`src/tv1_pkg.sv`:
```
// Background-only TV-1 model: sprites, VRAM bus and CPU wait states are not present
package tv1_pkg;

  ////////////////////////////////////////
  // Video timing

  typedef logic [8:0]  coord_t;     // Row or column position
  typedef logic [3:0]  color_t;     // Palette index
  typedef logic [12:0] cpu_addr_t;
  typedef logic [7:0]  byte_t;
  typedef logic [6:0]  bgm_addr_t;  // 32-bit BGM word
  typedef logic [9:0]  chr_addr_t;
  typedef logic [23:0] rgb_t;       // {R, G, B}

  localparam coord_t NUM_COLS = 9'd260;
  localparam coord_t NUM_ROWS = 9'd263;

  // Render window of 208 x 232
  localparam coord_t FIRST_ROW_RENDER = 9'd16;
  localparam coord_t LAST_ROW_RENDER  = 9'd247;
  localparam coord_t FIRST_COL_RENDER = 9'd23;
  localparam coord_t LAST_COL_RENDER  = 9'd230;

  localparam coord_t FIRST_ROW_VSYNC = 9'd257;
  localparam coord_t LAST_ROW_VSYNC  = 9'd259;
  localparam coord_t FIRST_COL_HSYNC = 9'd240;
  localparam coord_t LAST_COL_HSYNC  = 9'd259;

  localparam color_t BORDER_COLOR = 4'd1;  // Black in both palettes

  ////////////////////////////////////////
  // CPU map and register fields

  localparam logic [3:0] BGM_PAGE = 4'b1000;  // 1000h-11FFh
  localparam logic [3:0] REG_PAGE = 4'b1010;  // 1400h-15FFh

  localparam logic [1:0] REG_MODE   = 2'd0;
  localparam logic [1:0] REG_BM_CLR = 2'd1;
  localparam logic [1:0] REG_WIN    = 2'd2;
  localparam logic [1:0] REG_CH_CLR = 2'd3;

  localparam int BIT_BM_ENA   = 0;
  localparam int BIT_BM_LORES = 1;
  localparam int BIT_BM_INVX  = 6;
  localparam int BIT_BM_INVY  = 7;

  typedef enum logic {
    PALETTE_RGB,
    PALETTE_RF
  } palette_t;

  typedef struct packed {
    logic   bm_ena;
    logic   bm_lores;
    logic   bm_invx;
    logic   bm_invy;
    color_t bm_clr_bg;
    color_t bm_clr_fg;
    color_t ch_clr_bg;
    color_t ch_clr_fg;
    logic [3:0] bm_xmax;  // Window split in 16-pixel units
    logic [3:0] bm_ymax;
  } vid_ctrl_t;

  typedef struct packed {
    coord_t row;
    coord_t col;
    logic   render;
    logic   hs;
    logic   vs;
    logic   vbl;
  } beam_t;

  typedef struct packed {
    beam_t  beam;
    logic   tile_load;
    byte_t  pat;   // Bit 0 is shown first
    color_t fgc;
    color_t bgc;
  } bg_word_t;

  typedef struct packed {
    logic      sel;
    bgm_addr_t addr;
    logic [1:0] lane;
    logic      we;
    byte_t     wdata;
  } bgm_cpu_t;

endpackage

```
`src/tv1_video_counter.sv`:
```
// Advances only on CE; the flags lag row/col by one CE tick and describe the position just left
`timescale 1ns/1ns

module tv1_video_counter (
  input  logic            CLK,
  input  logic            rst_n,
  input  logic            CE,
  output tv1_pkg::beam_t  beam
);

  import tv1_pkg::*;

  coord_t row, col;
  coord_t row_next, col_next;
  logic   render_row, render_col;
  logic   render_q, hs_q, vs_q, vbl_q;

  always_comb begin
    row_next = row;
    col_next = col + 9'd1;
    if (col == NUM_COLS - 9'd1) begin  // End of line
      col_next = '0;
      if (row == NUM_ROWS - 9'd1)
        row_next = '0;
      else
        row_next = row + 9'd1;
    end
  end

  assign render_row = (row >= FIRST_ROW_RENDER) && (row <= LAST_ROW_RENDER);
  assign render_col = (col >= FIRST_COL_RENDER) && (col <= LAST_COL_RENDER);

  always_ff @(posedge CLK) begin
    if (!rst_n) begin
      row      <= '0;
      col      <= '0;
      render_q <= 1'b0;
      hs_q     <= 1'b0;
      vs_q     <= 1'b0;
      vbl_q    <= 1'b0;
    end else if (CE) begin
      row      <= row_next;
      col      <= col_next;
      // Flags from the old position
      render_q <= render_row && render_col;
      hs_q     <= (col >= FIRST_COL_HSYNC) && (col <= LAST_COL_HSYNC);
      vs_q     <= (row >= FIRST_ROW_VSYNC) && (row <= LAST_ROW_VSYNC);
      vbl_q    <= !render_row;
    end
  end

  always_comb begin
    beam.row    = row;
    beam.col    = col;
    beam.render = render_q;
    beam.hs     = hs_q;
    beam.vs     = vs_q;
    beam.vbl    = vbl_q;
  end

endmodule

```
`config.mk`:
```
export PLATFORM = sky130hd
export DESIGN_NAME = tv1_video_counter
export DESIGN_NICKNAME = d
export VERILOG_FILES = /design/src/tv1_pkg.sv /design/src/tv1_video_counter.sv
export SDC_FILE = /design/constraint.sdc
export NUM_CORES = 1
export LEC_CHECK = 0
export BUFFER_PORTS_ARGS = -buffer_cell sky130_fd_sc_hd__buf_2
export CAP_MARGIN = 30
export CORE_ASPECT_RATIO = 0.6
export CORE_MARGIN = 10
export CORE_UTILIZATION = 48
export CTS_CLUSTER_DIAMETER = 40
export DETAILED_ROUTE_END_ITERATION = 8
export GPL_TIMING_DRIVEN = 0
export PLACE_DENSITY = 0.73
export RECOVER_POWER = 25
export SLEW_MARGIN = 5
export SYNTH_ARGS = -nofsm -noshare
export SYNTH_HDL_FRONTEND = slang
export SYNTH_SLANG_ARGS = --single-unit
```
`constraint.sdc`:
```
create_clock -name CLK -period 1.7 [get_ports CLK]
set_input_delay 0.425 -clock CLK [delete_from_list [all_inputs] [get_ports CLK]]
set_output_delay 0.425 -clock CLK [all_outputs]
set_load 0.01 [all_outputs]
```
; ---- Word level (Yosys, flattened, before mapping)
; Cells that the tools add are included.
[classes]
reduce_logical = 7
n_eq_ne = 2
addsub = 2
muxes = 2
order_cmp = 8
[ops]
columns = operator, n
row1 = adder 9 x 1 -> 9 bit (second input constant), 2
row2 = == test 9 bit (second input constant), 2
row3 = greater-or-equal comparator 9 x 5 -> 1 bit (second input constant), 2
row4 = <= comparator 9 x 8 -> 1 bit (second input constant), 2
row5 = <= comparator 9 bit (second input constant), 2
row6 = 2-to-1 mux 9 bit, 2
row7 = greater-or-equal comparator 9 x 8 -> 1 bit (second input constant), 1
row8 = greater-or-equal comparator 9 bit (second input constant), 1
row9 = logical AND 1 bit, 5
row10 = AND reduction 2 bit, 1
row11 = zero test 1 bit, 1
[totals]
output_inout_bits = 22
regBits = 22

; ---- Depth between registers and ports, before layout
[depth]
word_depth = 3
depth_mapped = 6
mapped_depth_nobuf = 6

; ---- Least setup slack after synthesis
; Ideal clock, no wire load.
[synth_path]
path_type = register to register
from = register col[1]
to = register row[7]
arrival_time_ns = 1.743
setup_slack_ns = -0.111
n_path_buf = 1
synth_period_minus_slack_ns = 1.811
setup_ns = 0.068
stages_incl_launch_ff = 7
cell_sequence = dfxtp_1 -> ha_1 -> and3_1 -> nand3_2 -> buf_6 -> or4_4 -> a21oi_2
[synth_between]
elab_chain_cells = 2
[synth_lines]
columns = item, line
row1 = start: declaration, tv1_video_counter.sv:13  ; coord_t row, col;
row2 = start signal: assignment, tv1_video_counter.sv:43  ; col <= col_next;
row3 = == test 9 bit, tv1_video_counter.sv:21  ; if (col == NUM_COLS - 9'd1) begin
row4 = AND reduction 2 bit (no line), --
row5 = end signal: assignment, tv1_video_counter.sv:42  ; row <= row_next;
row6 = end: declaration, tv1_video_counter.sv:13
; No other way between the ends.
; A chain may end at the register's enable or synchronous reset.

; ---- Final worst setup path
; Ends and elaborated chain as after synthesis.

==> results.txt <==
The share of post-route cells with drive strength above 1 was 29.55%; the signed area change from the synthesized netlist to the final layout was 26.88%. The power dissipated by switching net loads was 0.0002263 W; the remaining antenna violation count was 0. For this run, the total global-route usage over all layers was measured as 11.89%.

In this run the standard cell core region covers 2452 sq um. The logs give 4968 microns for the wire length of the first global-routing pass and 7.9% for the share of total power in combinational logic. The path class of the lowest-slack min-delay path is flip-flop to flip-flop. For this block, the initial DRC count from the detailed router was 111. At the pin with the least slew margin, the transition time is 464.0 ps. In this run the biggest area consumer among cell types represents 36.25% of the synthesized area. The tools report the count of yosys warnings during synthesis as 0. The sort of element at the start of the critical path was a flip-flop.

Clock-pin slew was measured on the worst setup and hold paths at 90 ps. Data arrives at the worst endpoint at 1830 ps. The number of filler cells placed in the layout is 211, and the maximum net fanout on the critical path is 6.

The die is 84.95 microns wide. The repair_antennas step left the layout with diodes totalling 0. H-tree depth: 1. The power density normalized to cell area was 640.4 nW/um^2. The floorplan has 14 rows. The flow ran to the end, and the final reports show no timing, DRC or antenna violations. The floorplan step defined a die boundary enclosing 5010 sq um.

Across all register-to-register paths, the minimum setup slack is 60 ps. In the synthesized netlist the dominant register cell turns out to be sky130_fd_sc_hd__dfxtp_1. The detailed-route DRC error count was 0; the global placement routability congestion was 0.8202.

By area the synthesized netlist is led by sky130_fd_sc_hd__dfxtp_1, sky130_fd_sc_hd__ha_1, sky130_fd_sc_hd__xor2_1. Most common cell in the synthesized netlist: sky130_fd_sc_hd__dfxtp_1. The tools report the final number of max-transition violations as 0. The run gives 36.25% as the sequential area share after synthesis.

Once the floorplan was initialized, standard cells occupied 49.54% of the core. Summing every instance area after synthesis gives 1215 sq um. Number of maximum-capacitance violations: 0. The total iterations of the first detailed-routing run came out at 4. The clock network burns 38.6% of the power. The tightest hold path in the finished design has a slack of 481.4 ps. Dividing the final minimum period by the clock period gives 96.18%. The number of antenna violations at the first check in global routing came out at 0.

The worst path needs 1635 ps of the cycle, external delays included. Timing analysis after detailed placement gives a worst setup slack of -101.6 ps. Synthesis instantiated 42 different standard cells from the library. At the end of the flow, the number of nets in the layout was 186.

The number of global-route vias before repair is 1080, and the async set-reset flop share out of synthesis is 0%. Counting every net in the synthesized netlist gives 148. The longest clock path from root to sink contains 2 buffers. The tools report the root buffer cell as sky130_fd_sc_hd__clkbuf_8. Leaving out filler cells and counting taps, the final layout contains 208. The hold violation total from the final report was 0; the required time reported for the critical path endpoint was 1900 ps. After detailed routing, the average wire length per cell comes to 15.22 microns.

After detailed routing, the total wire length is 3165 microns. Of the total power, the share spent switching nets is 22.92%. Summed over all nets, the half-perimeter wirelength after detailed placement is 2259 microns. The share of total power in sequential cells came out at 53.6%. 25 I/O pins were placed. The final core utilization is 62.86%, and the average via count per standard cell is 5.505.

Across the VDD grid, the largest voltage drop is 358.1 uV. Yosys mapped a number of flops with a built-in enable equal to 0. The tree built by TritonCTS fans out to 22 sinks. In the final layout, the multi-input gates occupy 730.7 sq um.

For the final setup slack of the worst path, the log shows 64.96 ps. Setup repair after global routing left no endpoint under its margin. The hold-fix buffer count after cts is 0, and the clock latency on the worst-skew pair is 270 ps. The register bit total from synthesis works out to 22. The logs give 0 for the global-route congestion overflow total and 0.6123 nW for the leakage dissipation. Setup violations remaining at the end of the flow were counted as 0.

TritonCTS built the clock tree. The area taken by flip-flops and latches is 455.4 sq um. Sorting the synthesized cells by how often they occur yields sky130_fd_sc_hd__dfxtp_1, sky130_fd_sc_hd__nand2_1, sky130_fd_sc_hd__nor2_1. Detailed routing inserted a total of 1145 vias.

The type of the worst setup path is flip-flop to flip-flop. For the final database, setup skew stands at 10.49 ps. Measured against its own limit, the worst slew margin works out to 69.07%. The tools report the total CTS buffers as 3.

The highest achievable clock rate is 611.6 MHz, and the largest net degree at the start of global routing is 13. The setup TNS after final layout was 0 ps; the port buffer count was 24. The critical path capture point type is a flip-flop.

For the internal cell power, the log shows 0.0007609 W. After technology mapping, the gate count stands at 139. The largest area contributor in the synthesized netlist is sky130_fd_sc_hd__dfxtp_1. Averaged over all synthesized cells, the footprint is 8.740 sq um. Once placement completed, the tool counted placed cells totaling 195.

In this run the vertical extent of the chip is 58.97 microns.
cell families (layout without fill, tap and decap cells):
kind of cell               count (synthesis)  in the layout  share of synthesized area (%)
AOI/OAI and AO/OA                         23             23                          12.15
xor gates and xnor gates                  11             11                          7.930
adders and majority gates                  6              6                          6.179
buffers and inverters                     14             51                          6.900
DFF                                       22             22                          36.25
and+or+nand+nor                           63             63                          30.59
power by group through the flow:
stage	Combinational, W	Sequential, W	Clock (W)
floorplan	0.0000352	0.000549	0
global placement	0.0000558	0.000547	0
detailed placement	0.0000589	0.000550	0
CTS	0.0000753	0.000532	0.000383
global route	0.0000866	0.000530	0.000406
finish	0.0000778	0.000529	0.000381
flip-flops by register name, summed over array words and instances, names as in the netlist:
| register | cells |
|---|---|
| col | 9 |
| row | 9 |
| render_q | 1 |
| hs_q | 1 |
| vs_q | 1 |
| vbl_q | 1 |
final cells by class:
class | count | share of cell area, %
Timing Repair Buffer | 33 | 11.44
Sequential cell | 22 | 29.55
Clock buffer | 4 | 3.571
Inverter | 5 | 1.218
Multi-Input combinational cell | 103 | 47.40
Tap cell | 32 | 2.597
Buffer | 9 | 4.221
stage by stage:
stage / power (W) / area, sq um
2_1_floorplan: 0.0005840 / 1220
3_3_place_gp: 0.0006032 / 1380
3_5_place_dp: 0.0006084 / 1380
4_1_cts: 0.0009893 / 1479
5_1_grt: 0.001022 / 1541
6_report: 0.0009872 / 1541
cell usage in the layout, fill, tap and decap left out, drive strengths merged, types with 3 or more instances in the layout:
cell / n
nand3: 5
ha: 6
xnor2: 4
o21ai: 6
nor3: 3
nand4: 7
xor2: 7
and3: 3
buf: 33
dfxtp: 22
or4: 3
inv: 5
clkbuf: 13
nand2: 14
nor2: 13
o31ai: 4
a21oi: 6
worst max-delay path, stage by stage, from the launching register on:
cell,delay [ps]
sky130_fd_sc_hd__dfxtp_4,360
sky130_fd_sc_hd__ha_4,150
sky130_fd_sc_hd__and3_4,180
sky130_fd_sc_hd__nand3_2,100
sky130_fd_sc_hd__buf_6,150
sky130_fd_sc_hd__or4_4,510
sky130_fd_sc_hd__a21oi_2,120
per-layer routing:
layer | global-route usage (%) | part of all wire [%] | vias up
li1 | - | - | 567
met1 | 14.55 | 46 | 543
met2 | 19.57 | 46 | 30
met3 | 4.670 | 6.7 | 5
met4 | 2.103 | 0.88 | 0
met5 | 0 | 0 | -
worst paths after layout:
check / start / end / cells after the start
setup / recovery: col[1] / row[7] / 6
hold / removal: render_q / render_q / 2
setup reg to reg: col[1] / row[7] / 6
hold reg to reg: render_q / render_q / 2
what timing repair did:
| item | 4_1_cts | 5_1_grt |
|---|---|---|
| pin swaps | 1 | 5 |
| setup endpoints to repair | 9 | 9 |
| gates cloned | 0 | 1 |
| resized for setup | 6 | 7 |
| setup buffers | 3 | 5 |
Note: power is estimated with default switching activity, not from simulation.
