## src/tv1_pkg.sv

```systemverilog
// Background-only TV-1 model: sprites, VRAM bus and CPU wait states are not present
package tv1_pkg;

  ////////////////////////////////////////
  // Video timing

  typedef logic [8:0]  coord_t;     // Row or column position
  typedef logic [3:0]  color_t;     // Palette index
  typedef logic [12:0] cpu_addr_t;
  typedef logic [7:0]  byte_t;
  typedef logic [6:0]  bgm_addr_t;  // 32-bit BGM word
  typedef logic [9:0]  chr_addr_t;
  typedef logic [23:0] rgb_t;       // {R, G, B}

  localparam coord_t NUM_COLS = 9'd260;
  localparam coord_t NUM_ROWS = 9'd263;

  // Render window of 208 x 232
  localparam coord_t FIRST_ROW_RENDER = 9'd16;
  localparam coord_t LAST_ROW_RENDER  = 9'd247;
  localparam coord_t FIRST_COL_RENDER = 9'd23;
  localparam coord_t LAST_COL_RENDER  = 9'd230;

  localparam coord_t FIRST_ROW_VSYNC = 9'd257;
  localparam coord_t LAST_ROW_VSYNC  = 9'd259;
  localparam coord_t FIRST_COL_HSYNC = 9'd240;
  localparam coord_t LAST_COL_HSYNC  = 9'd259;

  localparam color_t BORDER_COLOR = 4'd1;  // Black in both palettes

  ////////////////////////////////////////
  // CPU map and register fields

  localparam logic [3:0] BGM_PAGE = 4'b1000;  // 1000h-11FFh
  localparam logic [3:0] REG_PAGE = 4'b1010;  // 1400h-15FFh

  localparam logic [1:0] REG_MODE   = 2'd0;
  localparam logic [1:0] REG_BM_CLR = 2'd1;
  localparam logic [1:0] REG_WIN    = 2'd2;
  localparam logic [1:0] REG_CH_CLR = 2'd3;

  localparam int BIT_BM_ENA   = 0;
  localparam int BIT_BM_LORES = 1;
  localparam int BIT_BM_INVX  = 6;
  localparam int BIT_BM_INVY  = 7;

  typedef enum logic {
    PALETTE_RGB,
    PALETTE_RF
  } palette_t;

  typedef struct packed {
    logic   bm_ena;
    logic   bm_lores;
    logic   bm_invx;
    logic   bm_invy;
    color_t bm_clr_bg;
    color_t bm_clr_fg;
    color_t ch_clr_bg;
    color_t ch_clr_fg;
    logic [3:0] bm_xmax;  // Window split in 16-pixel units
    logic [3:0] bm_ymax;
  } vid_ctrl_t;

  typedef struct packed {
    coord_t row;
    coord_t col;
    logic   render;
    logic   hs;
    logic   vs;
    logic   vbl;
  } beam_t;

  typedef struct packed {
    beam_t  beam;
    logic   tile_load;
    byte_t  pat;   // Bit 0 is shown first
    color_t fgc;
    color_t bgc;
  } bg_word_t;

  typedef struct packed {
    logic      sel;
    bgm_addr_t addr;
    logic [1:0] lane;
    logic      we;
    byte_t     wdata;
  } bgm_cpu_t;

endpackage

```

## src/tv1_cpu_bus.sv

```systemverilog
// Plain strobe bus without wait states; reads must be held a few CE ticks before DB_O is valid
`timescale 1ns/1ns

module tv1_cpu_bus (
  input  logic                CLK,
  input  logic                rst_n,
  input  logic                CE,
  input  logic                CSB,
  input  logic                RDB,
  input  logic                WRB,
  input  tv1_pkg::cpu_addr_t  A,
  input  tv1_pkg::byte_t      DB_I,
  input  tv1_pkg::byte_t      bgm_cpu_rdata,
  output tv1_pkg::byte_t      DB_O,
  output logic                DB_OE,
  output tv1_pkg::vid_ctrl_t  ctrl,
  output tv1_pkg::bgm_cpu_t   bgm_cpu
);

  import tv1_pkg::*;

  logic  sel_bgm, sel_reg;
  logic  cpu_rd, cpu_wr;
  byte_t regs [4];
  byte_t reg_rdata;
  byte_t rdata_q;

  ////////////////////////////////////////
  // Address decode

  assign sel_bgm = !CSB && (A[12:9] == BGM_PAGE);
  assign sel_reg = !CSB && (A[12:9] == REG_PAGE);
  assign cpu_rd  = !CSB && !RDB;
  assign cpu_wr  = !CSB && !WRB;

  ////////////////////////////////////////
  // MMIO registers mirrored through the page

  always_ff @(posedge CLK) begin
    if (!rst_n) begin
      for (int i = 0; i < 4; i++)
        regs[i] <= '0;
    end else if (sel_reg && cpu_wr) begin
      regs[A[1:0]] <= DB_I;
    end
  end

  assign reg_rdata = regs[A[1:0]];

  // Read data refreshed every CE tick while the read is held
  always_ff @(posedge CLK) begin
    if (!rst_n)
      rdata_q <= '0;
    else if (CE && cpu_rd) begin
      if (sel_bgm)
        rdata_q <= bgm_cpu_rdata;
      else if (sel_reg)
        rdata_q <= reg_rdata;
      else
        rdata_q <= '0;  // Unmapped
    end
  end

  assign DB_O  = rdata_q;
  assign DB_OE = cpu_rd;

  // BGM request; the fetch stage picks the slot
  always_comb begin
    bgm_cpu.sel   = sel_bgm && (cpu_rd || cpu_wr);
    bgm_cpu.addr  = A[8:2];
    bgm_cpu.lane  = A[1:0];
    bgm_cpu.we    = cpu_wr;
    bgm_cpu.wdata = DB_I;
  end

  ////////////////////////////////////////
  // Register fields

  always_comb begin
    ctrl.bm_ena    = regs[REG_MODE][BIT_BM_ENA];
    ctrl.bm_lores  = regs[REG_MODE][BIT_BM_LORES];
    ctrl.bm_invx   = regs[REG_MODE][BIT_BM_INVX];
    ctrl.bm_invy   = regs[REG_MODE][BIT_BM_INVY];
    ctrl.bm_clr_bg = regs[REG_BM_CLR][3:0];
    ctrl.bm_clr_fg = regs[REG_BM_CLR][7:4];
    ctrl.bm_xmax   = regs[REG_WIN][3:0];
    ctrl.bm_ymax   = regs[REG_WIN][7:4];
    ctrl.ch_clr_bg = regs[REG_CH_CLR][3:0];
    ctrl.ch_clr_fg = regs[REG_CH_CLR][7:4];
  end

endmodule

```

## config.mk

```make
export PLATFORM = sky130hd
export DESIGN_NAME = tv1_cpu_bus
export DESIGN_NICKNAME = d
export VERILOG_FILES = /design/src/tv1_pkg.sv /design/src/tv1_cpu_bus.sv
export SDC_FILE = /design/constraint.sdc
export NUM_CORES = 1
export LEC_CHECK = 0
export ABC_AREA = 1
export BUFFER_PORTS_ARGS = -buffer_cell sky130_fd_sc_hd__buf_2
export CAP_MARGIN = 25
export CORE_AREA = 2 2 75 77
export CTS_CLUSTER_DIAMETER = 50
export CTS_CLUSTER_SIZE = 40
export DETAILED_ROUTE_END_ITERATION = 7
export DIE_AREA = 0 0 77 79
export PLACE_DENSITY = 0.74
export REMOVE_ABC_BUFFERS = 1
export SLEW_MARGIN = 20
export SYNTH_ARGS = -nofsm -noshare
export SYNTH_HDL_FRONTEND = slang
export SYNTH_SLANG_ARGS = --single-unit
```

## constraint.sdc

```tcl
create_clock -name CLK -period 1.7 [get_ports CLK]
set_input_delay 0.17 -clock CLK [delete_from_list [all_inputs] [get_ports CLK]]
set_output_delay 0.17 -clock CLK [all_outputs]
set_load 0.02 [all_outputs]
```

-- Yosys cells after proc, flatten, opt, wreduce, memory -nomap -nowiden
Memory sizes are Yosys's and may differ from the RTL's.
Cells that the tools add are included.
- register bits after elaboration: 8
- memories kept: 1
- memory bits (writable): 32
- bits of input ports: 35
- word-level logic and storage cells: 25
- reductions and logical operators: 12
- mux-type cells: 9
- eq/ne operators: 2
- memory list (name ; depth ; bits a word ; read ports ; clocked after memory_dff ; wr ports ; RTL line ; text):
    regs ; 4 ; 8 ; 5 ; 0 ; 4 ; tv1_cpu_bus.sv:24 ; byte_t regs [4];
- operators by type and width (kind ; count):
    $mux 8 ; 3
    $eq 4x4->1 const B ; 2
    $reduce_or 8->1 ; 1
    $logic_and 1x1->1 ; 7
    $mux 1 ; 5
    $logic_not 1->1 ; 3
    $mux 2 ; 1
    $logic_or 1x1->1 ; 1

-- Logic depth before layout (Yosys ltp)
Gate-level depths: netlist of the first run.
- depth after elaboration: 8
- mapped depth: 8
- mapped depth without buffers: 7

-- Worst setup path before layout of the first run
No wires, ideal clock.
- kind: input-to-reg
- start point: in A[0]
- end point: mem regs[2][0] (netlist bit), enable pin
- data required time: 1.316 ns
- setup time: 0.384 ns
- cell stages on the path: 5
- arrival time: 1.451 ns
- setup slack: -0.135 ns
- cells stage by stage: buf_2 > inv_2 > buf_4 > nand2_1 > o21ai_0
- RTL lines (what ; RTL line ; text):
    start: declaration ; tv1_cpu_bus.sv:11 ; input tv1_pkg::cpu_addr_t A,
    end: declaration ; tv1_cpu_bus.sv:24 ;

==> metrics.yaml, run 1 <==
clocking:
  holdBufCountCts: 0
  htree_levels: 2
  insertion_delay_ns: 0.29
  tritoncts: "built"
  cts_setup_buffers: 0
  clock_path_buffers: 2
  cts_made_buffers: 5
  path_clk_slew_ns: 0.09
  cts_num_sinks: 40
  cts.repair.resized: 0
  clock-root-buffer: "clkbuf_8"
critical_path:
  startpoint: "A[11]"
  crit_path_start_kind: "input port"
  worstPathArrival_ns: 1.06
  cp_data_required_time_ns: 1.53
  end_kind: "output pin"
  crit_fanout: 9
  r2r-start: "regs[1][7]"
  worstSetupPathType: "in2out"
place:
  dp_hpwl_um: 3910
  place_area_sq_mm: 0.00251
  io_buffers: 76
  gp_congestion: 0.788
  post-place-ws_ns: 0.169
worst_hold_path:
  worstHoldPathType: "in2reg"
  min_from: "bgm_cpu_rdata[5]"
detailed_routing:
  wl_um: 5070
  drt_iter0_markers: 81
  wl_per_cell_um: 12.7
  routed_via_density: 4.68
  route.detailed.drc: 0
  dr.pass1.iters: 4
  num_vias: 1868
  ant_nets: 0
layout:
  seqCellArea_sq_mm: 0.00112
  final_core_util_pct: 49.2
  nets: 361
  multi_input_area_sq_um: 722
  final_cell_mix: "76 x nand2_1, 76 x buf_2, 35 x inv_1, 32 x edfxtp_1, 30 x nor2_1"
  final_area_sq_mm: 0.00262
  n_fill_cell: 539
  drive_gt1_share_pct: 31.5
  diodes: 0
  flow.area_growth_from_synthesis_pct: 19.3
die:
  row_count: 27
  io_pins: 91
  core_area_sq_mm: 0.00534
  start_util_pct: 41.2
  dieArea_sq_mm: 0.00608
  chipHeight_um: 79
  die_w_um: 77
timing:
  setup_tns_ns: 0
  rsz0062_at_grt: "no"
  hold_violations: 0
  setup_slack_ns: 0.465
  tightest_slew_ns: 0.539
  drv_slew: 0
  min_period_over_period_pct: 72.6
  setup_viol: 0
  slew_headroom_pct: 64.0
  fin_skew_ns: 0.00831
  fmax_ghz: 0.810
  post-route-min-period_ns: 1.23
logic_synthesis:
  yosys.area.top_type: "edfxtp_1"
  postSynthCellCount: 266
  avgSynthCellArea_sq_um: 8.27
  yosys_warnings: 0
  yosysSeqAreaShare_pct: 51.0
  synthTopCellsByArea: "edfxtp_1 44%, nand2_1 13%, buf_4 7.8%"
  synthDistinctLibCells: 23
  ys_ff_latch: 40
  synth_area_sq_mm: 0.00220
  yosysTopAreaCellShare_pct: 43.7
grt:
  grt_remaining_overflow: 0
  antenna_found_initial: 0
  grt_max_degree: 17
  grt_pass1_vias: 1748
  grt.total_usage_pct: 17.2
  grt_pass1_wl_um: 8090
power_and_ir_drop:
  p_per_area_mw_per_mm2: 841
  p_leak_uw: 0.00133
  power_uw: 2210
  ir_drop_uv: 523
job:
  drv_cap: 0
status:
  status: "finished clean"
==> logic make-up after synthesis <==
group	synth area share, %
DFF	51.0
buffers and inverters	16.2
and+or+nand+nor	29.0
AOI/OAI and AO/OA	3.87
==> critical path, stage by stage <==
cell     delay, ns
buf_2         0.10
nor2_1        0.40
nand3_1       0.12
nor2_1        0.10
buf_2         0.16
==> cell usage after synthesis (all sizes together) <==
library cell  count
nor3              9
nand3            11
a21oi             8
inv              38
dfxtp             8
buf              27
clkbuf            3
nor3b             1
edfxtp           32
o21ai             9
clkinv            1
nand4            10
nor2             31
nand2            78
==> area by class of cell <==
type | instances | area share [%]
Clock buffer | 6 | 3.58
Clock inverter | 2 | 0.668
Inverter | 39 | 5.58
Multi-Input combinational cell | 157 | 27.5
Sequential cell | 40 | 42.7
Tap cell | 72 | 3.43
Timing Repair Buffer | 83 | 16.5
==> worst paths after layout <==
| check | end | slack, ns | cells past startpoint |
|---|---|---|---|
| setup reg to reg | DB_O[7] | 0.75 | 6 |
| setup / recovery | bgm_cpu[18] | 0.47 | 5 |
| hold / removal | DB_O[5] | 0.23 | 5 |
| hold reg to reg | DB_O[0] | 0.54 | 2 |
==> registers in the layout, summed over array words and instances (netlist names) <==
signal / count
DB_O: 8
regs: 32
==> stage by stage <==
step                instances  hold slack [ns]
floorplan                 236            0.308
global placement          391            0.340
detailed placement        391            0.340
CTS                       399            0.215
global route              399            0.248
finish                    399            0.226
==> metal layers <==
layer  wire, um  GRT usage, %  vias to the layer above
li1           -             -                      948
met1       2090          20.2                      840
met2       2580          30.7                       78
met3        372          5.80                        2
met4         20          3.75                        0
met5          0             0                        -
==> report_power, final <==
| part | internal, uW | leakage, uW | total, uW | switching, uW |
|---|---|---|---|---|
| registers | 1100 | 0.000369 | 1130 | 24.9 |
| clock network | 383 | 0.0000565 | 733 | 350 |
| logic | 109 | 0.000905 | 346 | 237 |
| total | 1600 | 0.00133 | 2210 | 612 |
Note: power is estimated with default switching activity, not from simulation.
==> inputs of run 2 (changes only) <==
==> constraint.sdc (replaced) <==
create_clock -name CLK -period 1.1 [get_ports CLK]
set_input_delay 0.11 -clock CLK [delete_from_list [all_inputs] [get_ports CLK]]
set_output_delay 0.11 -clock CLK [all_outputs]
set_load 0.02 [all_outputs]
==> metrics.yaml, run 2 (synthesis results as in run 1) <==
clocking:
  cts_made_buffers: 5
  cts_num_sinks: 40
  path_clk_slew_ns: 0.08
  htree_levels: 2
  insertion_delay_ns: 0.30
  tritoncts: "built"
  clock-root-buffer: "clkbuf_8"
  clock_path_buffers: 2
  holdBufCountCts: 0
place:
  io_buffers: 76
  dp.cells: 409
  place_area_sq_mm: 0.00270
  dp_hpwl_um: 4170
  post-place-ws_ns: -0.315
  gp_congestion: 0.780
layout:
  n_fill_cell: 531
  nets: 380
  final_cell_mix: "76 x nand2_1, 76 x buf_2, 35 x inv_1, 32 x edfxtp_1, 30 x nor2_1"
  fin_cells: 418
  drive_gt1_share_pct: 35.0
  final_area_sq_mm: 0.00280
  multi_input_area_sq_um: 727
  seqCellArea_sq_mm: 0.00112
  final_core_util_pct: 52.4
  flow.area_growth_from_synthesis_pct: 27.2
  regMostFlops: "regs"
  largest_reg_flops: 32
  diodes: 0
timing:
  hold_violations: 0
  slew_headroom_pct: 85.9
  min_period_over_period_pct: 94.8
  rsz0062_at_grt: "no"
  tightest_slew_ns: 0.210
  setup_viol: 0
  whs_ns: 0.154
  fmax_ghz: 0.959
  drv_slew: 0
  fin_skew_ns: 0.0148
  post-route-min-period_ns: 1.04
  setup_slack_ns: 0.0573
critical_path:
  crit_path_start_kind: "input port"
  r2r_slack_ns: 0.18
  worstPathArrival_ns: 0.93
  worstSetupPathType: "in2out"
  end_kind: "output pin"
  r2r-start: "regs[1][6]"
  crit_fanout: 4
  cp_data_required_time_ns: 0.99
  worstReg2RegEnd: "DB_O[6]"
  r2r.worst_path.cells: 6
die:
  core_area_sq_mm: 0.00534
  dieArea_sq_mm: 0.00608
  chipHeight_um: 79
  io_pins: 91
  start_util_pct: 41.2
  row_count: 27
  die_w_um: 77
power_and_ir_drop:
  p_leak_uw: 0.00143
  p_per_area_mw_per_mm2: 1180
  ir_drop_uv: 760
grt:
  grt_pass1_vias: 1822
  grt.total_usage_pct: 17.8
  grt_max_degree: 17
  grt_remaining_overflow: 0
  antenna_found_initial: 0
  grt_pass1_wl_um: 8380
detailed_routing:
  wl_per_cell_um: 12.7
  ant_nets: 0
  dr.pass1.iters: 4
  routed_via_density: 4.57
  wl_um: 5290
  drt_iter0_markers: 90
  route.detailed.drc: 0
  num_vias: 1912
worst_hold_path:
  whs_path_depth: 5
  min_from: "bgm_cpu_rdata[7]"
  min_delay_worst_endpoint: "DB_O[7]"
  worstHoldPathType: "in2reg"
job:
  drv_cap: 0
status:
  status: "finished clean"
## run 2: how the worst max path moves through the flow
stage	start	end	cells after the start
2_1_floorplan	A[11]	regs[2][0]	5
3_3_place_gp	A[11]	regs[2][7]	7
3_5_place_dp	A[11]	regs[2][6]	7
4_1_cts	A[11]	regs[2][7]	8
5_1_grt	CSB	bgm_cpu[18]	7
6_report	CSB	bgm_cpu[18]	7
## run 2: timing repair
item | CTS | global route
resized for setup | 2 | 1
endpoints found under the setup margin | 8 | 8
pin swaps | 1 | 1
setup buffers | 1 | 0
## run 2: where the power goes
| group | switching [uW] | internal, uW | total [uW] |
|---|---|---|---|
| clock | 504 | 440 | 944 |
| sequential | 36.7 | 1700 | 1740 |
| combinational | 382 | 227 | 609 |
## run 2: area by class of cell
class | instances | share of cell area, %
Clock buffer | 6 | 2.59
Clock inverter | 2 | 0.403
Inverter | 39 | 5.23
Multi-Input combinational cell | 157 | 26.0
Sequential cell | 40 | 40.1
Tap cell | 72 | 3.22
Timing Repair Buffer | 102 | 22.5
## run 2: critical path, cell delays in order
cell,delay (ns)
buf_2,0.11
buf_4,0.15
nor2_2,0.12
buf_4,0.13
nand3_1,0.07
nor2_1,0.08
buf_2,0.16
## run 2: routing by layer
layer,GRT usage [%],wire length [um],vias to the layer above
met5,0,0,-
met4,4.82,57,0
met3,5.34,397,6
met2,33.3,2710,72
met1,19.5,2130,858
li1,-,-,976
## run 2: stage by stage
stage	TNS [ns]	power (uW)
3_5_place_dp	-13.55	2390
2_1_floorplan	-7.98	2050
6_report	0	3290
4_1_cts	0	3320
3_3_place_gp	-10.42	2380
5_1_grt	0	3440
