File: src/tv1_pkg.sv
// Background-only TV-1 model: sprites, VRAM bus and CPU wait states are not present
package tv1_pkg;

  ////////////////////////////////////////
  // Video timing

  typedef logic [8:0]  coord_t;     // Row or column position
  typedef logic [3:0]  color_t;     // Palette index
  typedef logic [12:0] cpu_addr_t;
  typedef logic [7:0]  byte_t;
  typedef logic [6:0]  bgm_addr_t;  // 32-bit BGM word
  typedef logic [9:0]  chr_addr_t;
  typedef logic [23:0] rgb_t;       // {R, G, B}

  localparam coord_t NUM_COLS = 9'd260;
  localparam coord_t NUM_ROWS = 9'd263;

  // Render window of 208 x 232
  localparam coord_t FIRST_ROW_RENDER = 9'd16;
  localparam coord_t LAST_ROW_RENDER  = 9'd247;
  localparam coord_t FIRST_COL_RENDER = 9'd23;
  localparam coord_t LAST_COL_RENDER  = 9'd230;

  localparam coord_t FIRST_ROW_VSYNC = 9'd257;
  localparam coord_t LAST_ROW_VSYNC  = 9'd259;
  localparam coord_t FIRST_COL_HSYNC = 9'd240;
  localparam coord_t LAST_COL_HSYNC  = 9'd259;

  localparam color_t BORDER_COLOR = 4'd1;  // Black in both palettes

  ////////////////////////////////////////
  // CPU map and register fields

  localparam logic [3:0] BGM_PAGE = 4'b1000;  // 1000h-11FFh
  localparam logic [3:0] REG_PAGE = 4'b1010;  // 1400h-15FFh

  localparam logic [1:0] REG_MODE   = 2'd0;
  localparam logic [1:0] REG_BM_CLR = 2'd1;
  localparam logic [1:0] REG_WIN    = 2'd2;
  localparam logic [1:0] REG_CH_CLR = 2'd3;

  localparam int BIT_BM_ENA   = 0;
  localparam int BIT_BM_LORES = 1;
  localparam int BIT_BM_INVX  = 6;
  localparam int BIT_BM_INVY  = 7;

  typedef enum logic {
    PALETTE_RGB,
    PALETTE_RF
  } palette_t;

  typedef struct packed {
    logic   bm_ena;
    logic   bm_lores;
    logic   bm_invx;
    logic   bm_invy;
    color_t bm_clr_bg;
    color_t bm_clr_fg;
    color_t ch_clr_bg;
    color_t ch_clr_fg;
    logic [3:0] bm_xmax;  // Window split in 16-pixel units
    logic [3:0] bm_ymax;
  } vid_ctrl_t;

  typedef struct packed {
    coord_t row;
    coord_t col;
    logic   render;
    logic   hs;
    logic   vs;
    logic   vbl;
  } beam_t;

  typedef struct packed {
    beam_t  beam;
    logic   tile_load;
    byte_t  pat;   // Bit 0 is shown first
    color_t fgc;
    color_t bgc;
  } bg_word_t;

  typedef struct packed {
    logic      sel;
    bgm_addr_t addr;
    logic [1:0] lane;
    logic      we;
    byte_t     wdata;
  } bgm_cpu_t;

endpackage

File: src/tv1_bg_shifter.sv
// Palette tables are fixed; outputs leave registered and aligned, two CE ticks after the counter
`timescale 1ns/1ns

module tv1_bg_shifter (
  input  logic               CLK,
  input  logic               rst_n,
  input  logic               CE,
  input  tv1_pkg::bg_word_t  word_in,
  input  tv1_pkg::palette_t  cfg_palette,
  output logic               DE,
  output logic               HS,
  output logic               VS,
  output logic               VBL,
  output tv1_pkg::rgb_t      RGB
);

  import tv1_pkg::*;

  byte_t  shift_q;
  color_t fgc_q, bgc_q;
  color_t px, pd;
  rgb_t   cg;

  always_ff @(posedge CLK) begin
    if (CE) begin
      if (word_in.tile_load) begin
        shift_q <= word_in.pat;
        fgc_q   <= word_in.fgc;
        bgc_q   <= word_in.bgc;
      end else begin
        shift_q <= {1'b0, shift_q[7:1]};
      end
    end
  end

  assign px = shift_q[0] ? fgc_q : bgc_q;
  assign pd = word_in.beam.render ? px : BORDER_COLOR;  // Black borders

  ////////////////////////////////////////
  // Colour lookup

  always_comb begin
    if (cfg_palette == PALETTE_RGB) begin
      case (pd)
        4'd0:  cg = 24'h0000A0;
        4'd1:  cg = 24'h000000;
        4'd2:  cg = 24'h0000F5;
        4'd3:  cg = 24'hA000EB;
        4'd4:  cg = 24'h00F500;
        4'd5:  cg = 24'h96EB96;
        4'd6:  cg = 24'h00EBEB;
        4'd7:  cg = 24'h00A000;
        4'd8:  cg = 24'hF50000;
        4'd9:  cg = 24'hEBA000;
        4'd10: cg = 24'hEB00EB;
        4'd11: cg = 24'hEB9696;
        4'd12: cg = 24'hEBEB00;
        4'd13: cg = 24'hA0A000;
        4'd14: cg = 24'h969696;
        default: cg = 24'hE1E1E1;
      endcase
    end else begin  // RF modulator levels
      case (pd)
        4'd0:  cg = 24'h005A9C;
        4'd1:  cg = 24'h000000;
        4'd2:  cg = 24'h3A94FF;
        4'd3:  cg = 24'h0000FF;
        4'd4:  cg = 24'h10D600;
        4'd5:  cg = 24'h42FF10;
        4'd6:  cg = 24'h7BE6C5;
        4'd7:  cg = 24'h00AD00;
        4'd8:  cg = 24'hFF2994;
        4'd9:  cg = 24'hFF3110;
        4'd10: cg = 24'hFF3AFF;
        4'd11: cg = 24'hEF9CFF;
        4'd12: cg = 24'hFFCE21;
        4'd13: cg = 24'h4A7B10;
        4'd14: cg = 24'hA594A5;
        default: cg = 24'hFFFFFF;
      endcase
    end
  end

  always_ff @(posedge CLK) begin
    if (!rst_n) begin
      DE  <= 1'b0;
      HS  <= 1'b0;
      VS  <= 1'b0;
      VBL <= 1'b0;
    end else if (CE) begin
      DE  <= word_in.beam.render;
      HS  <= word_in.beam.hs;
      VS  <= word_in.beam.vs;
      VBL <= word_in.beam.vbl;
    end
  end

  always_ff @(posedge CLK) begin
    if (CE)
      RGB <= cg;
  end

endmodule

File: config.mk
export PLATFORM = sky130hd
export DESIGN_NAME = tv1_bg_shifter
export DESIGN_NICKNAME = d
export VERILOG_FILES = /design/src/tv1_pkg.sv /design/src/tv1_bg_shifter.sv
export SDC_FILE = /design/constraint.sdc
export NUM_CORES = 1
export LEC_CHECK = 0
export BUFFER_PORTS_ARGS = -buffer_cell sky130_fd_sc_hd__buf_4
export CORE_ASPECT_RATIO = 0.75
export CORE_UTILIZATION = 60
export CTS_BUF_LIST = sky130_fd_sc_hd__clkbuf_4 sky130_fd_sc_hd__clkbuf_8
export DETAILED_ROUTE_END_ITERATION = 10
export HOLD_SLACK_MARGIN = 0.06
export PLACE_DENSITY = 0.95
export SETUP_SLACK_MARGIN = 0.05
export SYNTH_ARGS = -nofsm -noshare
export SYNTH_HDL_FRONTEND = slang
export SYNTH_SLANG_ARGS = --single-unit
File: constraint.sdc
create_clock -name CLK -period 3.4 [get_ports CLK]
set_input_delay 0.17 -clock CLK [delete_from_list [all_inputs] [get_ports CLK]]
set_output_delay 0.17 -clock CLK [all_outputs]
set_load 0.02 [all_outputs]
Yosys cells after proc, flatten, opt, wreduce, memory -nomap -nowiden
Memory sizes are Yosys's and may differ from the RTL's.
Cells that the tools add are included.
{ "classes": {"muxes": 4, "reduce_logical": 1} }
{ "op_table": {"columns": ["cell", "count"], "rows": [
  ["$mux 24", 1],
  ["$mux 4", 2],
  ["$mux 7", 1],
  ["$reduce_and 2->1", 1]
]} }
{ "totals": {"reg_bits": 44, "rom_bits": 768, "in_bits": 43, "output_inout_bits": 28, "word_cells": 16, "mem_count": 2} }
{ "mem_list": {"columns": ["name", "depth", "word_bits", "rd", "rd_clocked_by_memory_dff", "write_ports", "line_no", "text"], "rows": [
  ["(name not given)", 16, 24, 1, 0, 0, "tv1_bg_shifter.sv:44", "case (pd)"],
  ["(name not given)", 16, 24, 1, 0, 0, "tv1_bg_shifter.sv:63", "case (pd)"]
]} }

Longest topological paths before layout
Gate-level depths: netlist of the first run.
An unclocked memory read counts as a cell.
{ "depth": {"ltp_word": 4, "ltp_mapped": 10, "ltp_nobuf": 8} }

Least setup slack after synthesis of the first run
No wires, ideal clock.
{ "synth_timing": {"path_type": "register -> register", "startpoint": "reg shift_q[0]", "endpoint": "reg RGB[15], data pin", "setup_time_ps": 174, "t_arrival_ps": 2097, "t_required_ps": 3226, "setup_slack_ps": 1129, "path_stages_with_launch": 11, "path_buffers": 3, "synth_period_minus_slack_ps": 2271, "path_cell_list": "edfxtp_1 > buf_6 > buf_12 > mux2i_1 > nand2b_1 > inv_1 > ha_1 > clkbuf_1 > a21oi_1 > o211a_1 > a311oi_1"} }
{ "synth_via": {"elab_chain_len": 4, "elab_cells_between_ends": 5, "cone_classes": "mux (3); memory (2)"} }
{ "synth_rtl": {"columns": ["element", "line_no", "text"], "rows": [
  ["from (decl)", "tv1_bg_shifter.sv:19", "byte_t shift_q;"],
  ["from (signal assigned)", "tv1_bg_shifter.sv:27", "shift_q <= word_in.pat;"],
  ["from (signal assigned)", "tv1_bg_shifter.sv:31", "shift_q <= {1'b0, shift_q[7:1]};"],
  ["$mux 4 (*)", "tv1_bg_shifter.sv:36", "assign px = shift_q[0] ? fgc_q : bgc_q;"],
  ["$mux 4 (*)", "tv1_bg_shifter.sv:37", "assign pd = word_in.beam.render ? px : BORDER_COLOR;"],
  ["$mem_v2 16x24 (on tied branches)", null, null],
  ["$mux 24 (*)", "tv1_bg_shifter.sv:43", "if (cfg_palette == PALETTE_RGB) begin"],
  ["via cg[15]", "tv1_bg_shifter.sv:22", "rgb_t cg;"],
  ["to (signal assigned)", "tv1_bg_shifter.sv:100", "RGB <= cg;"],
  ["to (decl)", "tv1_bg_shifter.sv:14", "output tv1_pkg::rgb_t RGB"]
]} }
Mark *: on every way through the listed nets, which the timed path passes. The rest lies on a longest branch.
A chain may end at the register's enable or synchronous reset.

Final worst setup path of the first run
{ "layout_timing": {"startpoint": "reg shift_q[0]", "endpoint": "reg RGB[20], data pin"} }
The elaborated chain is that of the path after synthesis.

==> out/metrics.csv, run 1 <==
stage,metric,value,unit
outcome,status,"finished, final reports clean",
critical_path,crit_path_start,shift_q[0],
clock_network,ctsHtreeMaxLevel,2,
clock_network,cts.sinks,44,
grt,gr-usage-all-layers,0.302,
cells_and_area,finalNonFillerCells,362,
cells_and_area,fill_cells,342,
floorplan,start_util,0.630,
routing,wirelength,7010,microns
power,peakVddDrop,0.303,mV
critical_path,worstSetupEndpointType,flop,
floorplan,ios,71,
synth,ys_ff_latch,44,
critical_path,critPathRequiredTime,3.55,ns
placed_design,routabilityCongestion,0.952,
timing,setup_tns,0,ns
cells_and_area,nets,354,
timing,finalClockSkew,0.00645,ns
timing,min_period_over_period,0.801,
synth,synth_top_family_by_area,compound AO/OA/AOI/OAI gates,
critical_path,worstSetupPathType,flop to flop,
placed_design,hpwl,4640,microns
clock_network,cts_tree,done,
power,powerDensity,410,nW/um^2
routing,dr.pass1.iters,5,
critical_path,worstReg2RegStart,shift_q[0],
synth,syn-cell-area,2850,sq um
synth,synth_edf_count,40,
synth,synth_compound_area_frac,0.224,
synth,synth_xor_area_frac,0.00615,
synth,netlist_instances,256,
flow_run,maxCapViolCount,0,
floorplan,coreArea,4520,sq um
timing,period_minus_slack,2.72,ns
placed_design,dp_cells,346,
synth,yosys.area.top_type_share,0.422,
cells_and_area,seq_area,1280,sq um
timing,clock.fmax,0.367,GHz
floorplan,fp.dieH,61.7,microns
grt,grt_overflow,0,
clock_network,clk_path_buf_depth,2,
timing,rsz0062_at_grt,no,
synth,synth_fp_nets,306,
critical_path,crit_fanout,25,
synth,synth-async-reset-ratio,0,
routing,post_drt_wl_per_cell,19.4,microns
clock_network,cts_setup_buffers,0,
floorplan,chipWidth,81.6,microns
synth,synth_area_leaders,"edfxtp_1, mux2_2, ha_1",
synth,synth_top_area_cell,edfxtp_1,
synth,synthMuxAreaShare,0.0879,
power,leakagePower,0.00129,uW
clock_network,numCtsBuffers,5,
grt,grt_pass1_vias,2238,
grt,grt_max_degree,38,
timing,setup_viol,0,
synth,syn_area_per_cell,11.1,sq um
grt,grt_pass1_wl,10900,microns
synth,synth_most_common_cell,edfxtp_1,
timing,maxSlewHeadroom,0.478,
synth,yosysSeqAreaShare,0.450,
timing,drv_slew,0,
synth,ys_top_cells_by_count,"edfxtp_1, o21ai_0, a21oi_1",
routing,final_antenna_net_count,0,
cells_and_area,multi_input_area,1390,sq um
routing,vias_per_cell,6.72,
floorplan,placementRows,21,
synth,synth_fa_ha_area_frac,0.0308,
cells_and_area,area_growth_syn_to_layout,17.8,%
clock_network,cts_root_buffer,clkbuf_8,
critical_path,ff2ff_setup_slack,0.68,ns
critical_path,worstPathArrival,2.87,ns
placed_design,port_buffers,52,
critical_path,cp-start-kind,flop,
synth,synth-simple-area-share,0.138,
routing,drt_iter0_drc,413,
floorplan,die-area,5030,sq um
clock_network,clk_pin_slew_worst_paths,0.09,ns
cells_and_area,drive_gt1_frac,0.295,
synth,synth-main-ff-cell,edfxtp_1,
synth,yosysWarnings,0,
cells_and_area,n_antenna_cell,0,
routing,drc,0,
clock_network,clock_latency,0.30,ns
timing,worstMarginPinSlew,0.781,ns
routing,via_count,2432,
synth,synth_cell_types,69,
grt,antenna_found_initial,0,
worst_hold_path,hold_class,input port to flop,
timing,finalHoldViolCount,0,
worst_hold_path,hp-start,rst_n,
[worst max-delay path: stages (launching register included)]
cell and delay (ns):
edfxtp_1 0.38, buf_4 0.32, mux2i_1 0.30, and2_1 0.21, ha_1 0.48, inv_1 0.24
nor3_1 0.23, o21ai_0 0.16, a22oi_1 0.23
[through the flow]
step	power, uW	hold slack (ns)	setup WS [ns]	utilization	area [sq um]
finish	1370	0.119	0.678	0.742	3350
global route	1420	0.132	0.443	0.742	3350
CTS	1360	0.131	0.795	0.742	3350
detailed placement	1030	0.350	0.816	0.705	3190
global placement	1020	0.349	0.908	0.705	3190
floorplan	920	0.269	1.13	-	2850
[flip-flops by register name, summed over array words and instances (netlist names)]
register / cells
RGB: 24
shift_q: 8
bgc_q: 4
fgc_q: 4
DE: 1
HS: 1
VBL: 1
VS: 1
[logic make-up after synthesis]
| group | after synthesis |
|---|---|
| DFF | 44 |
| adders and majority gates | 7 |
| AOI/OAI and AO/OA | 88 |
| muxes | 20 |
| and+or+nand+nor | 63 |
| xor gates and xnor gates | 2 |
| buffers and inverters | 32 |
[routing by layer]
metal / vias to the layer above / track usage / wire length, microns
met5: - / 0 / 0
met1: 1149 / 0.382 / 2760
met4: 0 / 0.120 / 184
li1: 1089 / - / -
met3: 22 / 0.0667 / 769
met2: 172 / 0.510 / 3290
[timing repair]
action / in CTS / in global routing
endpoints found under the hold margin: 8 / 0
hold buffers: 8 / 0
resized for setup: 0 / 0
[cell usage in the layout, fill, tap and decap left out, types with 3 or more instances in the layout]
cell type and n:
edfxtp_1 40, a22oi_1 4, o2bb2ai_1 3, buf_4 53
nor3_1 7, dlygate4sd3_1 8, clkbuf_8 5, o21ai_0 17
o22ai_1 3, mux2_4 3, dfxtp_1 4, a31oi_1 5
mux2_2 8, o221ai_1 3, and3b_1 4, nor2b_1 4
o211ai_1 5, mux2i_1 7, a21oi_1 15, ha_1 7
nor2_1 6, nand3_1 7, nand2_1 9, inv_1 9
nand2b_1 3, o21ai_1 3, a211oi_1 4, and2_1 6
[where the power goes]
part,total [uW],internal [uW],switching (uW)
sequential,674,646,27.1
combinational,363,154,209
clock,338,152,186
[area by class of cell]
class / instances / area share
Multi-Input combinational cell: 180 / 0.414
Sequential cell: 44 / 0.382
Timing Repair Buffer: 61 / 0.142
Clock buffer: 6 / 0.0228
Tap cell: 57 / 0.0213
Inverter: 12 / 0.0142
Clock inverter: 2 / 0.00373
[path summary, 6_finish.rpt]
check                     to  cells after the start
hold / removal            DE                      2
setup reg to reg     RGB[20]                      8
setup / recovery     RGB[20]                      8
hold reg to reg   shift_q[6]                      1
Note: power is estimated with default switching activity, not from simulation.
==> inputs of run 2 (changes only) <==
Settings changed: CORE_UTILIZATION 60 to 50, PLACE_DENSITY 0.95 to 0.85.
Clock period 3.4 ns to 2.4 ns, I/O delays scaled along.
==> run 2 against run 1 <==
Compared with the run above:
- via count shrank 2.1%
- first-iteration DRC count shrank 57%
- combinational power grew 47%
- routed wire length is 2.6% lower
- utilization fell by 9.4 points
- setup slack worse by 0.50 ns
- critical path type unchanged
- critical endpoint is now RGB[10]
- largest cell class unchanged
- largest power group unchanged
==> out/metrics.csv, run 2 (same netlist as run 1, synthesis figures left out) <==
stage,metric,value,unit,change
cells_and_area,largest_register_ff_count,24,,unchanged
grt,antenna_found_initial,0,,unchanged
critical_path,worstSetupEndpointType,flop,,
critical_path,cp-start-kind,flop,,
timing,setup_slack,0.182,ns,-0.497 ns
placed_design,pre_cts_slack,0.156,ns,-0.660 ns
critical_path,critPathRequiredTime,2.44,ns,-1.11 ns
cells_and_area,top_regs,"RGB: 24 flops, shift_q: 8 flops",,
worst_hold_path,hp-start,word_in[15],,
floorplan,coreArea,5410,sq um,+20%
routing,drc,0,,unchanged
outcome,status,"finished, final reports clean",,
clock_network,cts_root_buffer,clkbuf_8,,
timing,rsz0062_at_grt,no,,
placed_design,dpl_cell_area,3270,sq um,+2.6%
timing,setup_viol,0,,unchanged
clock_network,cts.sinks,44,,unchanged
critical_path,critPathTopFamily,buffers and inverters,,
routing,wirelength,6820,microns,-2.6%
floorplan,fp.dieH,67.4,microns,+9.2%
routing,post_drt_wl_per_cell,17.4,microns,-9.8%
timing,min_period_over_period,0.924,,+0.124
cells_and_area,fill_cells,445,,+30%
clock_network,clk_path_buf_depth,2,,unchanged
cells_and_area,final_util,0.648,,-0.0940
critical_path,crit_buf_inv,3,,+1
floorplan,die-area,6000,sq um,+19%
timing,drv_slew,0,,unchanged
critical_path,crit_fanout,6,,-76%
clock_network,clock_latency,0.30,ns,about the same
timing,period_minus_slack,2.22,ns,-0.503 ns
critical_path,timing.rr.end,RGB[10],,
power,powerDensity,594,nW/um^2,+45%
clock_network,ctsHtreeMaxLevel,2,,unchanged
cells_and_area,final_common_cell,buf_4,,
critical_path,worstPathArrival,2.26,ns,-0.61 ns
routing,final_antenna_net_count,0,,unchanged
critical_path,path_cells,buf_4 -> mux2i_1 -> and2_4 -> inv_1 -> ha_1 -> inv_1 -> mux2i_1 -> a2bb2oi_2 -> o2bb2ai_1,,
floorplan,chipWidth,89.1,microns,+9.3%
grt,grt_overflow,0,,unchanged
clock_network,numCtsBuffers,5,,unchanged
power,leakagePower,0.00136,uW,+5.4%
timing,hold_ws,0.106,ns,-0.0121 ns
flow_run,maxCapViolCount,0,,unchanged
grt,gr-usage-all-layers,0.245,,-0.0568
worst_hold_path,hold_class,input port to flop,,
worst_hold_path,hold-path-endpoint,shift_q[7],,
clock_network,cts_tree,done,,
cells_and_area,nets,365,,+3.1%
clock_network,clk_pin_slew_worst_paths,0.09,ns,about the same
timing,setup_tns,0,ns,unchanged
power,peakVddDrop,0.337,mV,+11%
routing,via_count,2382,,-2.1%
timing,worstMarginPinSlew,0.483,ns,-0.297 ns
grt,grt_pass1_wl,11000,microns,+0.83%
placed_design,port_buffers,52,,unchanged
cells_and_area,top_register,RGB,,
timing,finalClockSkew,0.00732,ns,+0.000865 ns
floorplan,placementRows,23,,+9.5%
placed_design,routabilityCongestion,0.944,,-0.89%
cells_and_area,multi_input_area,1400,sq um,+0.90%
cells_and_area,final_area,3510,sq um,+4.6%
floorplan,ios,71,,unchanged
cells_and_area,drive_gt1_frac,0.326,,+0.0309
cells_and_area,layout_common_cells,"buf_4, edfxtp_1, o21ai_0, a21oi_1",,
cells_and_area,area_growth_syn_to_layout,23.2,%,
cells_and_area,n_antenna_cell,0,,unchanged
grt,grt_max_degree,38,,unchanged
critical_path,slowest_stage,edfxtp_1,,
critical_path,cpPeakStageDelay,0.44,ns,-0.04 ns
routing,dr.pass1.iters,6,,+1
critical_path,worstSetupPathType,flop to flop,,
routing,vias_per_cell,6.09,,-9.3%
timing,maxSlewHeadroom,0.674,,+0.197
grt,grt_pass1_vias,2232,,-0.27%
timing,clock.fmax,0.451,GHz,+23%
floorplan,start_util,0.526,,-0.104
routing,drt_iter0_drc,178,,-57%
critical_path,worstReg2RegStart,shift_q[0],,
critical_path,ff2ff_setup_slack,0.18,ns,-0.50 ns
worst_hold_path,hold_depth,2,,unchanged
critical_path,ff2ff_path_depth,9,,+1
timing,finalHoldViolCount,0,,unchanged
placed_design,hpwl,4740,microns,+2.1%
cells_and_area,seq_area,1280,sq um,unchanged
-- run 2: timing repair --
action,in CTS,in global routing
hold endpoints to repair,11,0
hold buffers,9,0
buffers inserted,0,2
endpoints found under the setup margin,0,5
resized for setup,0,3
-- run 2: how the worst max path moves through the flow --
stage	cells past startpoint	slack, ns	to	start
global route	9	0.06	RGB[10]	shift_q[0]
finish	9	0.18	RGB[10]	shift_q[0]
CTS	8	0.13	RGB[11]	shift_q[0]
detailed placement	8	0.16	RGB[11]	shift_q[0]
floorplan	10	0.13	RGB[15]	shift_q[0]
global placement	8	0.21	RGB[11]	shift_q[0]
-- run 2: worst register-to-register path: stages (launching register included) --
cell       delay (ns)
edfxtp_1         0.44
buf_4            0.17
mux2i_1          0.18
and2_4           0.21
inv_1            0.07
ha_1             0.29
inv_1            0.20
mux2i_1          0.14
a2bb2oi_2        0.17
o2bb2ai_1        0.09
-- run 2: area by class of cell --
| cell class | instances | share of cell area |
|---|---|---|
| inverters | 12 | 0.0136 |
| repair buffers | 72 | 0.161 |
| multi-input cells | 180 | 0.399 |
| clock buffers | 6 | 0.0235 |
| flip-flops and latches | 44 | 0.365 |
| clock inverters | 2 | 0.0111 |
| well taps | 75 | 0.0268 |
-- run 2: per-layer routing --
| layer | GRT usage | up-vias | routed length, microns |
|---|---|---|---|
| li1 | - | 1117 | - |
| met1 | 0.340 | 1092 | 3020 |
| met2 | 0.365 | 152 | 3030 |
| met3 | 0.0575 | 21 | 610 |
| met4 | 0.109 | 0 | 159 |
| met5 | 0 | - | 0 |
-- run 2: power breakdown --
part	leakage (uW)	internal, uW	switching, uW
registers	0.000428	916	35.8
logic	0.000875	234	298
clock network	0.0000614	341	261
total	0.00136	1490	595
-- run 2: stage by stage --
stage | instances | power [uW]
2_1_floorplan | 256 | 1300
3_3_place_gp | 372 | 1470
3_5_place_dp | 372 | 1470
4_1_cts | 389 | 2080
5_1_grt | 391 | 2170
6_report | 391 | 2080
==> inputs of run 3 (changes only) <==
Settings changed: CORE_ASPECT_RATIO 0.75 to not set.
==> run 3 against run 2 <==
Compared with the run above:
- clock skew grew 0.0029 ns
- die area hardly changed
- routed wire length is 1.6% lower
- largest power group unchanged
- clock-buffer cell count unchanged
- fmax is 1.7% lower
- cell area is 0.68% lower
==> out/metrics.csv, run 3 (same netlist as run 1, synthesis figures left out) <==
stage,metric,value,unit,change
outcome,status,"finished, final reports clean",,
routing,drc,0,,unchanged
timing,drv_slew,0,,unchanged
routing,drt_iter0_drc,381,,+110%
grt,grt_pass1_vias,2200,,-1.4%
critical_path,worstReg2RegStart,shift_q[0],,
worst_hold_path,hold-path-endpoint,shift_q[7],,
cells_and_area,nets,364,,-0.27%
grt,gr-usage-all-layers,0.235,,-0.00987
floorplan,coreArea,5510,sq um,+1.8%
clock_network,cts_root_buffer,clkbuf_8,,
clock_network,numCtsBuffers,5,,unchanged
critical_path,cp-start-kind,flop,,
clock_network,cts.sinks,44,,unchanged
clock_network,clock_latency,0.30,ns,about the same
cells_and_area,seq_area,1280,sq um,unchanged
routing,dr.pass1.iters,5,,-1
worst_hold_path,hp-start,word_in[15],,
clock_network,cts_setup_buffers,0,,unchanged
timing,finalClockSkew,0.0102,ns,+0.00289 ns
cells_and_area,top_register,RGB,,
floorplan,placementRows,27,,+17%
critical_path,worstPathArrival,2.30,ns,+0.04 ns
timing,min_period_over_period,0.940,,+0.0155
timing,setup_tns,0,ns,unchanged
clock_network,clk_pin_slew_worst_paths,0.09,ns,about the same
worst_hold_path,hold_class,input port to flop,,
timing,setup_viol,0,,unchanged
placed_design,routabilityCongestion,0.968,,+2.6%
clock_network,clk_path_buf_depth,2,,unchanged
cells_and_area,final_common_cell,buf_4,,
critical_path,worstSetupPathType,flop to flop,,
routing,vias_per_cell,6.05,,-0.75%
routing,via_count,2340,,-1.8%
cells_and_area,fill_cells,448,,+0.67%
grt,globalRouteMet1Util,0.297,,-0.0426
floorplan,die-area,6000,sq um,about the same
placed_design,hpwl,4840,microns,+2.1%
critical_path,ff2ff_setup_slack,0.14,ns,-0.04 ns
clock_network,ctsHtreeMaxLevel,2,,unchanged
timing,finalHoldViolCount,0,,unchanged
routing,wirelength,6710,microns,-1.6%
floorplan,chipWidth,77.5,microns,-13%
cells_and_area,drive_gt1_frac,0.317,,-0.00849
grt,use_met3,0.0388,,-0.0186
clock_network,cts_tree,done,,
cells_and_area,multi_input_area,1390,sq um,-0.89%
timing,clock.fmax,0.443,GHz,-1.7%
floorplan,fp.dieH,77.5,microns,+15%
floorplan,ios,71,,unchanged
floorplan,start_util,0.517,,-0.00921
critical_path,crit_path_start,shift_q[0],,
placed_design,port_buffers,52,,unchanged
grt,grt_max_degree,38,,unchanged
routing,final_antenna_net_count,0,,unchanged
grt,grt_pass1_wl,11000,microns,+0.18%
power,peakVddDrop,0.366,mV,+8.6%
worst_hold_path,hold_depth,2,,unchanged
power,powerDensity,594,nW/um^2,about the same
grt,grt_overflow,0,,unchanged
critical_path,worstSetupEndpointType,flop,,
critical_path,crit_fanout,5,,-1
cells_and_area,final_area,3480,sq um,-0.68%
timing,rsz0062_at_grt,no,,
timing,worstMarginPinSlew,0.465,ns,-0.0186 ns
cells_and_area,area_growth_syn_to_layout,22.3,%,
placed_design,dpl_cell_area,3270,sq um,+0.12%
cells_and_area,final_util,0.633,,-0.0157
cells_and_area,n_antenna_cell,0,,unchanged
timing,period_minus_slack,2.26,ns,+0.0372 ns
cells_and_area,largest_register_ff_count,24,,unchanged
grt,met2_usage,0.398,,+0.0337
critical_path,critPathRequiredTime,2.44,ns,about the same
routing,post_drt_wl_per_cell,17.3,microns,-0.63%
grt,antenna_found_initial,0,,unchanged
grt,globalRoute.busiestLayer,met2,,
critical_path,timing.rr.end,RGB[9],,
cells_and_area,top_regs,"RGB: 24 flops, shift_q: 8 flops",,
flow_run,maxCapViolCount,0,,unchanged
critical_path,ff2ff_path_depth,8,,-1
cells_and_area,layout_common_cells,"buf_4, edfxtp_1, o21ai_0, a21oi_1",,
power,leakagePower,0.00136,uW,-0.34%
timing,maxSlewHeadroom,0.690,,+0.0158
run 3: changes by cell type in the layout (fill, tap and decap cells not counted), sizes merged:
cell	previous run	this run
buf	63	62
run 3: metrics by stage:
| stage | instances | hold slack, ns | setup WS [ns] | total power (uW) |
|---|---|---|---|---|
| finish | 387 | 0.106 | 0.144 | 2070 |
| CTS | 387 | 0.0795 | 0.149 | 2070 |
| global placement | 370 | 0.299 | 0.199 | 1470 |
| detailed placement | 370 | 0.299 | 0.156 | 1480 |
| global route | 387 | 0.0991 | 0.0597 | 2150 |
| floorplan | 256 | 0.219 | 0.129 | 1300 |
run 3: worst max-delay path by stage:
stage | slack, ns | cells after the start | end
2_1_floorplan | 0.13 | 10 | RGB[15]
4_1_cts | 0.15 | 8 | RGB[9]
6_report | 0.14 | 8 | RGB[9]
5_1_grt | 0.06 | 8 | RGB[9]
3_5_place_dp | 0.16 | 8 | RGB[9]
3_3_place_gp | 0.20 | 8 | RGB[9]
run 3: cell type report:
| class | count | share of cell area |
|---|---|---|
| flip-flops and latches | 44 | 0.368 |
| inverters | 12 | 0.0136 |
| multi-input cells | 180 | 0.398 |
| clock inverters | 2 | 0.0111 |
| clock buffers | 6 | 0.0237 |
| repair buffers | 71 | 0.159 |
| well taps | 72 | 0.0259 |
run 3: worst max-delay path: stages, from the launching register on:
cell and delay (ns):
edfxtp_1 0.49, mux2i_1 0.18, nand2b_1 0.20, buf_4 0.16, ha_1 0.27, a21boi_1 0.13
buf_4 0.16, a211oi_2 0.27, a22oi_1 0.13
run 3: per-layer routing:
| metal | wire length [microns] | up-vias | share of wire |
|---|---|---|---|
| met2 | 3220 | 142 | 0.48 |
| met5 | 0 | - | 0 |
| met3 | 453 | 22 | 0.068 |
| met1 | 2820 | 1066 | 0.42 |
| li1 | - | 1110 | - |
| met4 | 210 | 0 | 0.031 |
run 3: what timing repair did:
action,CTS,global route
hold endpoints to repair,9,0
endpoints found under the setup margin,0,5
hold buffers,9,0
resized for setup,0,1
run 3: power by group:
group	total (uW)	switching, uW	internal (uW)
Clock	593	253	340
Sequential	951	35.5	916
Combinational	527	295	232
Total	2070	583	1490
